File: config.mk
export PLATFORM = sky130hd
export DESIGN_NAME = ellipse_top
export DESIGN_NICKNAME = d
export VERILOG_FILES = /design/src/hw/ellipse_pkg.sv /design/src/hw/ellipse_control.sv /design/src/hw/ellipse_setup.sv /design/src/hw/arc_stepper.sv /design/src/hw/quadrant_mapper.sv /design/src/hw/ellipse_top.sv
export SDC_FILE = /design/constraint.sdc
export NUM_CORES = 2
export LEC_CHECK = 0
export BUFFER_PORTS_ARGS = -buffer_cell sky130_fd_sc_hd__buf_2
export CAP_MARGIN = 20
export CORE_ASPECT_RATIO = 1.5
export CORE_MARGIN = 1
export CORE_UTILIZATION = 40
export CTS_CLUSTER_DIAMETER = 100
export CTS_CLUSTER_SIZE = 20
export DETAILED_ROUTE_END_ITERATION = 6
export PLACE_DENSITY = 0.69
export SLEW_MARGIN = 40
export SYNTH_ARGS = -nofsm -noshare
export SYNTH_HDL_FRONTEND = slang
export SYNTH_SLANG_ARGS = --single-unit
File: constraint.sdc
create_clock -name clk -period 7 [get_ports clk]
set_clock_uncertainty 0.2 [all_clocks]
set_input_delay 0.7 -clock clk [delete_from_list [all_inputs] [get_ports clk]]
set_output_delay 0.7 -clock clk [all_outputs]
set_load 0.01 [all_outputs]
File: src/hw/ellipse_pkg.sv
// ########################################
// coordinate width default, quadrant codes
// and control phase codes
// ########################################

package ellipse_pkg;

  // default signed coordinate width
  localparam int default_coord_bits = 12;

  // quadrant select, sign of the x and y offsets
  localparam logic [1:0] quad_pp = 2'd0;  // +x +y
  localparam logic [1:0] quad_np = 2'd1;  // -x +y
  localparam logic [1:0] quad_pn = 2'd2;  // +x -y
  localparam logic [1:0] quad_nn = 2'd3;  // -x -y

  // control phase codes
  localparam int phase_bits = 3;

  localparam logic [phase_bits-1:0] phase_idle  = 3'd0;  // waiting for run
  localparam logic [phase_bits-1:0] phase_setup = 3'd1;  // multiplier sequence
  localparam logic [phase_bits-1:0] phase_arc   = 3'd2;  // midpoint octant
  localparam logic [phase_bits-1:0] phase_flat  = 3'd3;  // flat row only
  localparam logic [phase_bits-1:0] phase_point = 3'd4;  // zero radius, center pixel

endpackage

File: src/hw/ellipse_control.sv
// ########################################
// job sequencing, octant swap, pause stall
// ########################################

module ellipse_control #(
  parameter int coord_bits = 12
) (
  input  logic                               clk,
  input  logic                               reset,
  input  logic                               run,
  input  logic [1:0]                         quadrant,
  input  logic                               fill,
  input  logic                               pause,
  input  logic signed [coord_bits-1:0]       center_x,
  input  logic signed [coord_bits-1:0]       center_y,
  input  logic signed [coord_bits-1:0]       radius_x,
  input  logic signed [coord_bits-1:0]       radius_y,
  input  logic                               setup_done,
  input  logic                               octant_done,
  input  logic                               pixel_pending,
  output logic                               busy,
  output logic                               complete,
  output logic                               advance,
  output logic [ellipse_pkg::phase_bits-1:0] phase,
  output logic                               swapped,
  output logic [1:0]                         quad_sel,
  output logic                               fill_sel,
  output logic signed [coord_bits-1:0]       oct_center_x,
  output logic signed [coord_bits-1:0]       oct_center_y,
  output logic signed [coord_bits-1:0]       oct_radius_x,
  output logic signed [coord_bits-1:0]       oct_radius_y
);

  logic busy_int;  // registered part of busy

  assign advance = !(pause && pixel_pending);  // hold only when a pixel waits
  assign busy    = busy_int || run;            // rises with run at once

  always_ff @(posedge clk or posedge reset) begin
    if (reset) begin
      busy_int <= 1'b0;
      complete <= 1'b0;
      phase    <= ellipse_pkg::phase_idle;
      swapped  <= 1'b0;
      quad_sel <= 2'd0;
      fill_sel <= 1'b0;
    end else if (advance) begin
      complete <= 1'b0;                      // one cycle pulse
      if (complete) busy_int <= 1'b0;        // busy drops the cycle after
      case (phase)
        ellipse_pkg::phase_idle: begin
          if (run && !busy_int) begin
            busy_int     <= 1'b1;
            quad_sel     <= quadrant;
            fill_sel     <= fill;
            swapped      <= 1'b0;
            oct_center_x <= center_x;
            oct_center_y <= center_y;
            oct_radius_x <= radius_x;
            oct_radius_y <= radius_y;
            if (radius_x == '0 && radius_y == '0) phase <= ellipse_pkg::phase_point;
            else                                  phase <= ellipse_pkg::phase_setup;
          end
        end
        ellipse_pkg::phase_setup: begin
          if (setup_done) begin
            // narrow x radius has no arc, only the flat row
            if (oct_radius_x < 2) phase <= ellipse_pkg::phase_flat;
            else                  phase <= ellipse_pkg::phase_arc;
          end
        end
        default: begin  // arc, flat and point end on octant_done
          if (octant_done) begin
            if (swapped || phase == ellipse_pkg::phase_point) begin
              complete <= 1'b1;
              phase    <= ellipse_pkg::phase_idle;
            end else begin
              swapped      <= 1'b1;          // second octant, x and y roles exchanged
              oct_center_x <= oct_center_y;
              oct_center_y <= oct_center_x;
              oct_radius_x <= oct_radius_y;
              oct_radius_y <= oct_radius_x;
              phase        <= ellipse_pkg::phase_setup;
            end
          end
        end
      endcase
    end
  end

endmodule

File: src/hw/ellipse_setup.sv
// ########################################
// radius squares and initial decision terms
// ########################################

module ellipse_setup #(
  parameter int coord_bits = 12
) (
  input  logic                                    clk,
  input  logic                                    reset,
  input  logic                                    advance,
  input  logic [ellipse_pkg::phase_bits-1:0]      phase,
  input  logic signed [coord_bits-1:0]            oct_radius_x,
  input  logic signed [coord_bits-1:0]            oct_radius_y,
  output logic                                    setup_done,
  output logic [2*(coord_bits-1)-1:0]             rx2,
  output logic [2*(coord_bits-1)-1:0]             ry2,
  output logic signed [3*(coord_bits-1)+1:0]      p_init,
  output logic signed [3*(coord_bits-1)+1:0]      py_init
);

  localparam int rad_bits = coord_bits - 1;
  localparam int dec_bits = 3 * rad_bits + 2;

  logic [2:0]               step;    // sequence position inside phase_setup
  logic [rad_bits-1:0]      mult_a;  // narrow operand
  logic [2*rad_bits-1:0]    mult_b;  // wide operand
  logic [3*rad_bits-1:0]    mult_y;  // registered product
  logic signed [dec_bits-1:0] acc;   // running sum for p_init
  logic signed [dec_bits-1:0] prod_w;

  assign prod_w = signed'({2'b00, mult_y});  // product widened, always positive

  // shared multiplier, one register stage after the operand registers
  always_ff @(posedge clk) begin
    if (advance) mult_y <= mult_a * mult_b;
  end

  always_ff @(posedge clk or posedge reset) begin
    if (reset) begin
      step       <= 3'd0;
      setup_done <= 1'b0;
    end else if (advance) begin
      setup_done <= 1'b0;
      if (phase != ellipse_pkg::phase_setup) step <= 3'd0;
      else if (step != 3'd5) begin
        step <= step + 3'd1;
        if (step == 3'd4) setup_done <= 1'b1;  // results valid from next cycle
      end
    end
  end

  // operand feed and result capture, no reset needed on payload
  always_ff @(posedge clk) begin
    if (advance && phase == ellipse_pkg::phase_setup) begin
      case (step)
        3'd0: begin
          mult_a <= oct_radius_x[rad_bits-1:0];  // rx * rx
          mult_b <= {{rad_bits{1'b0}}, oct_radius_x[rad_bits-1:0]};
        end
        3'd1: begin
          mult_a <= oct_radius_y[rad_bits-1:0];  // ry * ry
          mult_b <= {{rad_bits{1'b0}}, oct_radius_y[rad_bits-1:0]};
        end
        3'd2: begin
          rx2    <= mult_y[2*rad_bits-1:0];
          mult_a <= oct_radius_y[rad_bits-1:0];  // ry * rx2
          mult_b <= mult_y[2*rad_bits-1:0];
          acc    <= (prod_w + 2) >>> 2;          // rounded quarter of rx2
        end
        3'd3: begin
          ry2 <= mult_y[2*rad_bits-1:0];
          acc <= acc + prod_w;                    // + ry2
        end
        3'd4: begin
          p_init  <= acc - prod_w;                // - ry*rx2
          py_init <= prod_w <<< 1;                // 2*ry*rx2
        end
        default: ;
      endcase
    end
  end

endmodule

File: src/hw/arc_stepper.sv
// ########################################
// midpoint octant loop and flat row
// ########################################

module arc_stepper #(
  parameter int coord_bits = 12
) (
  input  logic                               clk,
  input  logic                               reset,
  input  logic                               advance,
  input  logic [ellipse_pkg::phase_bits-1:0] phase,
  input  logic                               swapped,
  input  logic                               fill_sel,
  input  logic                               fill_busy,
  input  logic                               setup_done,
  input  logic signed [coord_bits-1:0]       oct_radius_x,
  input  logic signed [coord_bits-1:0]       oct_radius_y,
  input  logic [2*(coord_bits-1)-1:0]        rx2,
  input  logic [2*(coord_bits-1)-1:0]        ry2,
  input  logic signed [3*(coord_bits-1)+1:0] p_init,
  input  logic signed [3*(coord_bits-1)+1:0] py_init,
  output logic signed [coord_bits-1:0]       step_x,
  output logic signed [coord_bits-1:0]       step_y,
  output logic                               step_valid,
  output logic                               y_stepped,
  output logic                               octant_done,
  output logic                               pixel_pending
);

  localparam int rad_bits = coord_bits - 1;
  localparam int dec_bits = 3 * rad_bits + 2;

  logic signed [coord_bits-1:0] x, y;
  logic signed [dec_bits-1:0]   p, px, py;
  logic signed [dec_bits-1:0]   rx2_w, ry2_w, px_n, py_n;
  logic arc_over;    // px passed py, remainder is flat row
  logic draw_flat;   // y cleared, flat row being drawn
  logic point_sent;  // center pixel issued
  logic go;          // stepper may move this cycle
  logic flat_mode, arc_step, flat_more;

  assign rx2_w = signed'({{(dec_bits-2*rad_bits){1'b0}}, rx2});
  assign ry2_w = signed'({{(dec_bits-2*rad_bits){1'b0}}, ry2});
  assign px_n  = px + (ry2_w <<< 1);
  assign py_n  = py - (rx2_w <<< 1);

  assign go        = advance && !fill_busy;
  assign flat_mode = phase == ellipse_pkg::phase_flat ||
                     (phase == ellipse_pkg::phase_arc && arc_over);
  assign arc_step  = phase == ellipse_pkg::phase_arc && !arc_over && px <= py;
  assign flat_more = (y < 2 || draw_flat) && x <= oct_radius_x;

  assign step_x = x;
  assign step_y = y;
  always_comb begin
    step_valid  = 1'b0;
    octant_done = 1'b0;
    if (go) begin
      if (phase == ellipse_pkg::phase_point) begin
        step_valid  = !point_sent;
        octant_done = point_sent;
      end else if (arc_step) begin
        step_valid = 1'b1;
      end else if (flat_mode) begin
        step_valid  = flat_more && draw_flat;
        octant_done = !flat_more;
      end
    end
  end
  // a new screen row starts: every step when swapped, on a y step otherwise
  assign y_stepped = fill_sel && (swapped || (arc_step && p > 0));

  always_ff @(posedge clk or posedge reset) begin
    if (reset) begin
      pixel_pending <= 1'b0;
      arc_over      <= 1'b0;
      draw_flat     <= 1'b0;
      point_sent    <= 1'b0;
    end else if (advance) begin
      pixel_pending <= step_valid || fill_busy;  // mirrors the mapper output register
      if (phase == ellipse_pkg::phase_idle) point_sent <= 1'b0;
      else if (phase == ellipse_pkg::phase_point && go) point_sent <= 1'b1;
      if (setup_done) begin
        arc_over  <= 1'b0;
        draw_flat <= 1'b0;
      end else if (go && phase == ellipse_pkg::phase_arc && !arc_over && !arc_step) begin
        arc_over <= 1'b1;
      end else if (go && flat_mode && flat_more) begin
        draw_flat <= 1'b1;
      end
    end
  end

  // coordinate and decision registers
  always_ff @(posedge clk) begin
    if (advance) begin
      if (phase == ellipse_pkg::phase_idle) begin
        x <= '0;
        y <= '0;
      end else if (setup_done) begin
        x  <= '0;                          // start at top of the arc
        y  <= oct_radius_y;
        p  <= p_init;
        px <= '0;
        py <= py_init;
      end else if (go && arc_step) begin
        x  <= x + 1'b1;
        px <= px_n;
        if (p <= 0) begin
          p <= p + ry2_w + px_n;
        end else begin
          y  <= y - 1'b1;
          py <= py_n;
          p  <= p + ry2_w + px_n - py_n;
        end
      end else if (go && flat_mode && flat_more) begin
        y <= '0;                           // drop to the center row first
        if (draw_flat) x <= x + 1'b1;
      end
    end
  end

endmodule

File: src/hw/quadrant_mapper.sv
// ########################################
// quadrant mirror, axis swap, fill run
// ########################################

module quadrant_mapper #(
  parameter int coord_bits = 12
) (
  input  logic                         clk,
  input  logic                         reset,
  input  logic                         advance,
  input  logic                         swapped,
  input  logic [1:0]                   quad_sel,
  input  logic                         fill_sel,
  input  logic signed [coord_bits-1:0] step_x,
  input  logic signed [coord_bits-1:0] step_y,
  input  logic                         step_valid,
  input  logic                         y_stepped,
  input  logic signed [coord_bits-1:0] oct_center_x,
  input  logic signed [coord_bits-1:0] oct_center_y,
  output logic signed [coord_bits-1:0] x_out,
  output logic signed [coord_bits-1:0] y_out,
  output logic                         pixel_valid,
  output logic                         fill_busy
);

  logic signed [coord_bits-1:0] dx, dy;      // screen offsets before mirroring
  logic signed [coord_bits-1:0] cx, cy;      // screen center
  logic signed [coord_bits-1:0] x_new, y_new, x_walk;
  logic neg_x, neg_y;
  logic valid_r;  // output register holds a pixel
  logic walking;  // horizontal fill run in progress

  assign neg_x = quad_sel == ellipse_pkg::quad_np || quad_sel == ellipse_pkg::quad_nn;
  assign neg_y = quad_sel == ellipse_pkg::quad_pn || quad_sel == ellipse_pkg::quad_nn;

  // second octant has x and y exchanged, centers already swapped by control
  assign dx = swapped ? step_y : step_x;
  assign dy = swapped ? step_x : step_y;
  assign cx = swapped ? oct_center_y : oct_center_x;
  assign cy = swapped ? oct_center_x : oct_center_y;

  assign x_new  = neg_x ? cx - dx : cx + dx;
  assign y_new  = neg_y ? cy - dy : cy + dy;
  assign x_walk = (x_out > cx) ? x_out - 1'b1 : x_out + 1'b1;  // one column toward center

  assign pixel_valid = valid_r && advance;  // low while the pixel is held
  assign fill_busy   = walking;

  always_ff @(posedge clk or posedge reset) begin
    if (reset) begin
      valid_r <= 1'b0;
      walking <= 1'b0;
    end else if (advance) begin
      valid_r <= step_valid || walking;
      if (walking)         walking <= x_walk != cx;
      else if (step_valid) walking <= fill_sel && y_stepped && dx != '0;
    end
  end

  always_ff @(posedge clk) begin
    if (advance) begin
      if (walking) begin
        x_out <= x_walk;                    // row stays, column moves
      end else if (step_valid) begin
        x_out <= x_new;
        y_out <= y_new;
      end
    end
  end

endmodule

File: src/hw/ellipse_top.sv
// ########################################
// ellipse quadrant rasterizer top level
// ########################################

module ellipse_top #(
  parameter int coord_bits = ellipse_pkg::default_coord_bits
) (
  input  logic                         clk,
  input  logic                         reset,
  input  logic                         run,       // start a job while not busy
  input  logic [1:0]                   quadrant,
  input  logic                         fill,      // horizontal fill toward center
  input  logic                         pause,
  input  logic signed [coord_bits-1:0] center_x,
  input  logic signed [coord_bits-1:0] center_y,
  input  logic signed [coord_bits-1:0] radius_x,
  input  logic signed [coord_bits-1:0] radius_y,
  output logic                         busy,
  output logic                         complete,
  output logic                         pixel_valid,
  output logic signed [coord_bits-1:0] x_out,
  output logic signed [coord_bits-1:0] y_out
);

  localparam int rad_bits = coord_bits - 1;
  localparam int dec_bits = 3 * rad_bits + 2;

  logic                                  advance;
  logic [ellipse_pkg::phase_bits-1:0]    phase;
  logic                                  swapped, fill_sel;
  logic [1:0]                            quad_sel;
  logic signed [coord_bits-1:0]          oct_center_x, oct_center_y;
  logic signed [coord_bits-1:0]          oct_radius_x, oct_radius_y;
  logic                                  setup_done, octant_done, pixel_pending;
  logic [2*rad_bits-1:0]                 rx2, ry2;
  logic signed [dec_bits-1:0]            p_init, py_init;
  logic signed [coord_bits-1:0]          step_x, step_y;
  logic                                  step_valid, y_stepped, fill_busy;

  ellipse_control #(.coord_bits(coord_bits)) u_control (
    .clk, .reset, .run, .quadrant, .fill, .pause, .center_x, .center_y,
    .radius_x, .radius_y, .setup_done, .octant_done, .pixel_pending,
    .busy, .complete, .advance, .phase, .swapped, .quad_sel, .fill_sel,
    .oct_center_x, .oct_center_y, .oct_radius_x, .oct_radius_y
  );

  ellipse_setup #(.coord_bits(coord_bits)) u_setup (
    .clk, .reset, .advance, .phase, .oct_radius_x, .oct_radius_y,
    .setup_done, .rx2, .ry2, .p_init, .py_init
  );

  arc_stepper #(.coord_bits(coord_bits)) u_stepper (
    .clk, .reset, .advance, .phase, .swapped, .fill_sel, .fill_busy, .setup_done,
    .oct_radius_x, .oct_radius_y, .rx2, .ry2, .p_init, .py_init,
    .step_x, .step_y, .step_valid, .y_stepped, .octant_done, .pixel_pending
  );

  quadrant_mapper #(.coord_bits(coord_bits)) u_mapper (
    .clk, .reset, .advance, .swapped, .quad_sel, .fill_sel, .step_x, .step_y,
    .step_valid, .y_stepped, .oct_center_x, .oct_center_y,
    .x_out, .y_out, .pixel_valid, .fill_busy
  );

endmodule

# ---- Word-level counts from Yosys, hierarchy flattened
# Index checks and enable logic that the tools add are counted.
dict set report word_totals {
  reg_bits 432
  output_inout_bits 27
  word_cells 242
}
dict set report op_classes {
  addsub 17
  mul 1
  n_lt_le_gt_ge 7
  eq_ne 20
  n_mux 81
  bitwise 5
  n_reduce_logical 78
}
# operator count
set ops {}
lappend ops {{12-bit two-way mux} 28}
lappend ops {{35-bit two-way mux} 6}
lappend ops {{12-bit one-hot mux with 2 select lines} 4}
lappend ops {{35-bit one-hot mux with 2 select lines} 1}
lappend ops {{22-bit one-hot mux with 3 select lines} 1}
lappend ops {{35-bit by 23-bit adder with 35-bit output} 1}
lappend ops {{35-bit by 24-bit adder with 35-bit output} 1}
lappend ops {{35-bit by 34-bit adder with 35-bit output} 1}
lappend ops {{35-bit adder} 1}
lappend ops {{35-bit by 1-bit > comparator with 1-bit output, second input constant} 1}
lappend ops {{35-bit by 1-bit less-or-equal comparator with 1-bit output, second input constant} 1}
lappend ops {{35-bit less-or-equal comparator} 1}
lappend ops {{35-bit by 24-bit subtractor with 35-bit output} 1}
lappend ops {{35-bit by 34-bit subtractor with 35-bit output} 1}
lappend ops {{35-bit subtractor} 1}
lappend ops {{33-bit by 2-bit adder with 34-bit output, second input constant} 1}
lappend ops {{34-bit two-way mux} 1}
lappend ops {{11-bit by 22-bit multiplier with 33-bit output} 1}
lappend ops {{1-bit two-way mux} 31}
lappend ops {{12-bit by 1-bit adder with 12-bit output, second input constant} 2}
lappend ops {{12-bit adder} 2}
lappend ops {{12-bit logical NOT} 2}
lappend ops {{12-bit by 3-bit < comparator with 1-bit output, second input constant} 2}
lappend ops {{12-bit by 1-bit subtractor with 12-bit output, second input constant} 2}
lappend ops {{34 further kinds} 115}

# ---- Longest topological paths before layout
dict set report logic_depth {
  word_depth 10
  mapped_depth 38
}

# ---- Hierarchy
# From an unflattened synthesis, not the netlist that was laid out.
dict set report hier_totals {
  hier_cells 4308
  hier_area_um2 39905.8
}
# module instances cells_per_inst area_each_um2 seq_area_each_um2
set by_module_without_submodules {}
lappend by_module_without_submodules {ellipse_setup 1 1952 19261.0 6496.2}
lappend by_module_without_submodules {arc_stepper 1 1625 14047.2 3943.8}
lappend by_module_without_submodules {quadrant_mapper 1 468 3996.3 770.7}
lappend by_module_without_submodules {ellipse_control 1 263 2601.2 1666.6}

# ---- Worst setup path after synthesis
# No wires, ideal clock.
dict set report synth_path {
  path_kind {in2reg}
  from {input pause}
  to {register u_stepper.py[10] (enable)}
  arrival_ns 6.885
  setup_slack_ns -0.480
  path_stages 6
  n_path_buf 1
  cell_sequence {and2_1 inv_1 clkbuf_1 nand2_1 a21oi_1 and2_1}
}
dict set report synth_via {
  elab_chain_len 6
  word_cells_on_any_way 7
  cone_classes {1 x bitwise; 6 x reduce/logical}
}
# item line_no
set synth_lines {}
lappend synth_lines {{from (decl)} ellipse_top.sv:13} ;# input logic pause,
lappend synth_lines {{1-bit logical AND (*)} ellipse_control.sv:36} ;# assign advance = !(pause && pixel_pending);
lappend synth_lines {{1-bit logical NOT} ellipse_control.sv:36}
lappend synth_lines {{1-bit logical AND} arc_stepper.sv:47} ;# assign go = advance && !fill_busy;
lappend synth_lines {{1-bit logical AND} arc_stepper.sv:106} ;# end else if (go && arc_step) begin
lappend synth_lines {{2-bit nonzero test (no source line)} -}
lappend synth_lines {{4-bit AND reduction (no source line) (*)} -}
lappend synth_lines {{to (signal assigned)} arc_stepper.sv:105} ;# py <= py_init;
lappend synth_lines {{to (signal assigned)} arc_stepper.sv:113} ;# py <= py_n;
lappend synth_lines {{to (decl)} arc_stepper.sv:34} ;# logic signed [dec_bits-1:0] p, px, py;
# Mark *: on every way between the ends. The rest lies on a longest branch, timed or not.
# A chain may end at the register's enable or synchronous reset.

# ---- Final worst setup path
dict set report layout_path {
  from {register u_stepper.px[2]}
  to {register u_stepper.p[34] (data pin)}
}
dict set report layout_via {
  elab_chain_len 6
}
# item line_no
set layout_lines {}
lappend layout_lines {{from (decl)} arc_stepper.sv:34}
lappend layout_lines {{from (signal assigned)} arc_stepper.sv:108} ;# px <= px_n;
lappend layout_lines {{35-bit by 24-bit adder with 35-bit output (*)} arc_stepper.sv:44} ;# assign px_n = px + (ry2_w <<< 1);
lappend layout_lines {{35-bit adder (*)} {arc_stepper.sv:110, arc_stepper.sv:114}}
lappend layout_lines {{35-bit subtractor} arc_stepper.sv:114} ;# p <= p + ry2_w + px_n - py_n;
lappend layout_lines {{35-bit two-way mux (*)} arc_stepper.sv:109} ;# if (p <= 0) begin
lappend layout_lines {{35-bit two-way mux (*)} arc_stepper.sv:106}
lappend layout_lines {{35-bit two-way mux (*)} arc_stepper.sv:100} ;# end else if (setup_done) begin
lappend layout_lines {{to (signal assigned)} arc_stepper.sv:103} ;# p <= p_init;
lappend layout_lines {{to (signal assigned)} arc_stepper.sv:110} ;# p <= p + ry2_w + px_n;
lappend layout_lines {{to (signal assigned)} arc_stepper.sv:114}
lappend layout_lines {{to (decl)} arc_stepper.sv:34}
# Mark *: on every way between the ends. The rest lies on a longest branch, timed or not. The select of a mux whose other input is x is not followed.

==> metrics.txt <==
Worst-path clk slew=0.10 ns; Setup crit start kind=flip-flop; first-pass GRT wire length=157,000 um; final cell count without fillers=5,526; NumNets Final=4,874; post-route cell area=0.0432 mm2; starting density of the core=40.5%; Layout area overhead=12.4%; max cap viols=0; Synthesis Warnings=0; Hold Crit Start=quadrant[0]; via count=29,601; total track usage=20.2%; crit path from=u_stepper.px[2]; Clock Sink Count=430; placeable core area=0.0948 mm2; Synth cell types=81; post-synth design cell area=0.0384 mm2; final HPWL from detailed placement=78,800 um; initial DRC count=1,394; dominant cell type by area after synthesis=edfxtp_1; vias in the first global route=31,145; filler instances=8,858; largest net degree at the start of global routing=80; RSZ-0062 raised after global routing=yes; worst skew pair latency=0.64 ns; Syn Area/Cell=9.50 um2; final setup vio count=11; CTS tree=done; max-slew violations=0; r2r startpoint=u_stepper.px[2]; GRT overflow=0; failing checks=setup timing; htree depth=1; die width=255 um; CP arrival=7.94 ns; Worst Setup End Kind=flip-flop; Root Buffer=clkbuf_16; PortBufs=81; Synth area leaders=edfxtp_1, ha_1, fa_1; Synth top area share=32.2%; Tcrit/Tclk final=110%; most frequent CP cell=a21o_1; WL/cell=17.6 um; relative max-transition margin=44.5%; reg-to-reg setup timing slack=-0.70 ns; total negative slack=-2.59 ns; top post-synthesis cells by count=inv_1, nand2_1, edfxtp_1, ha_1, a21oi_1; initial antenna violation count=6; Post-DRT Antenna Nets=0; measured slew at the worst slew-check pin=0.833 ns; Rows=138; fmax=130 MHz; critical path class=reg -> reg; DIE AREA=0.0974 mm2; CP peak stage delay=0.50 ns; Final GP Congestion=0.908; Gate Count Post-Synth=4,046; Post-synth EDFFs=412; clk buf depth=3; post-placement cell count=5,436; register area share after synthesis=33.4%; CTS Buf Count=26; Vias per Instance=5.36; Post-synth ARST share=4.19%; Final WS setup=-0.702 ns; minimum clock period after layout=7.70 ns; CP required=7.24 ns; synthesized net count=4,671; Seq cells post-synth=430; io pins=82; total wire length=97,500 um; drt first pass iters=5; HP Class=in -> reg; Placed Instance Area=0.0415 mm2; Die H=382 um; worst-path fanout max=3; most common cell in the netlist=inv_1; most used flip-flop cell after synthesis=edfxtp_1; DRC=0; share of cells above drive strength 1=13.0%; fin util=45.6%; Worst path slowest cell=fa_1; outcome=complete, but fails checks; final hold vios=0
==> logic make-up (layout without fill, tap and decap cells) <==
| family | count (synthesis) | after routing | synth area share [%] |
|---|---|---|---|
| other | 0 | 4 | 0 |
| AND/OR/NAND/NOR | 1206 | 1206 | 14.9 |
| multiplexers | 106 | 106 | 2.96 |
| flip-flops | 430 | 430 | 33.4 |
| AO/OA/AOI/OAI | 846 | 846 | 13.6 |
| adder cells (fa/ha/maj) | 570 | 570 | 22.6 |
| buffers and inverters | 591 | 807 | 5.77 |
| XOR/XNOR | 297 | 297 | 6.77 |
==> timing repair <==
item / in CTS / in global routing
resized for setup: 74 / 58
pin swaps: 41 / 43
hold buffers: 0 / 1
endpoints found under the hold margin: 0 / 18
gates cloned: 0 / 0
setup endpoints to repair: 13 / 15
setup buffers: 25 / 18
==> cells in the final DEF (no fill, tap or decap), types with 29 or more instances in the layout <==
master / netlist / routed
buf_4: 0 / 225
xnor2_1: 208 / 202
nand4_1: 36 / 36
a211oi_1: 30 / 29
mux2_2: 60 / 60
o21ai_1: 31 / 37
inv_1: 437 / 429
nor3_1: 67 / 65
o21a_1: 30 / 30
o21bai_1: 37 / 35
nand2b_1: 45 / 45
nor2b_1: 49 / 46
o21ai_0: 170 / 156
xor2_1: 89 / 85
a21oi_1: 285 / 262
mux2i_1: 46 / 46
a21o_1: 102 / 102
nand2_1: 419 / 418
nor4_1: 40 / 38
nand3_1: 60 / 56
fa_1: 208 / 207
and2_1: 111 / 111
edfxtp_1: 412 / 412
buf_2: 0 / 81
ha_1: 362 / 350
nor2_1: 277 / 267
==> final timing paths <==
| path | end | depth (start not counted) |
|---|---|---|
| max | u_stepper.p[34] | 38 |
| max reg2reg | u_stepper.p[34] | 38 |
| min reg2reg | u_control.busy_int | 2 |
| min | u_control.quad_sel[0] | 2 |
| max in group asynchronous | u_setup.setup_done | 3 |
| min in group asynchronous | u_stepper.draw_flat | 3 |
==> cell type report <==
type / instances / area [um2] / area share, %
Multi-Input combinational cell: 3025 / 24100 / 55.6
Timing Repair Buffer: 326 / 2340 / 5.40
Tap cell: 1260 / 1580 / 3.65
Antenna cell: 4 / 10.0 / 0.0232
Inverter: 440 / 1650 / 3.82
Clock buffer: 36 / 698 / 1.62
Clock inverter: 5 / 68.8 / 0.159
Sequential cell: 430 / 12800 / 29.7
==> critical path: cells and delay by family (launching register included) <==
kind	cells	cell delay, ns
adder cells (fa/ha/maj)	4	1.24
XOR/XNOR	2	0.34
flip-flops	1	0.42
buffers and inverters	5	0.56
AND/OR/NAND/NOR	7	1.23
AO/OA/AOI/OAI	20	3.52
==> layer usage <==
metal / GRT usage (%) / routed length (um) / vias up
met1: 21.1 / 36300 / 14407
met3: 1.84 / 2710 / 231
met4: 9.84 / 5180 / 4
li1: - / - / 14404
met2: 39.3 / 53300 / 555
met5: 0 / 25 / -
==> sequential cells by signal (all words and copies together), names as in the netlist, 22 cells and up <==
name	cells
u_setup.acc	35
u_setup.p_init	35
u_stepper.p	35
u_stepper.px	34
u_stepper.py	34
u_setup.mult_y	33
u_setup.py_init	33
u_setup.mult_b	22
u_setup.rx2	22
u_setup.ry2	22
==> metrics by stage <==
stage / setup WS, ns / hold WS (ns)
after floorplan: -0.0571 / 0.250
after global placement: -0.672 / 0.291
after detailed placement: -0.838 / 0.298
after CTS: -0.600 / 0.00459
after global routing: -0.996 / 0.0951
final: -0.702 / 0.100
Power is not shown: default switching activity piles up to over one toggle a cycle in this logic, so the estimate is an artifact.
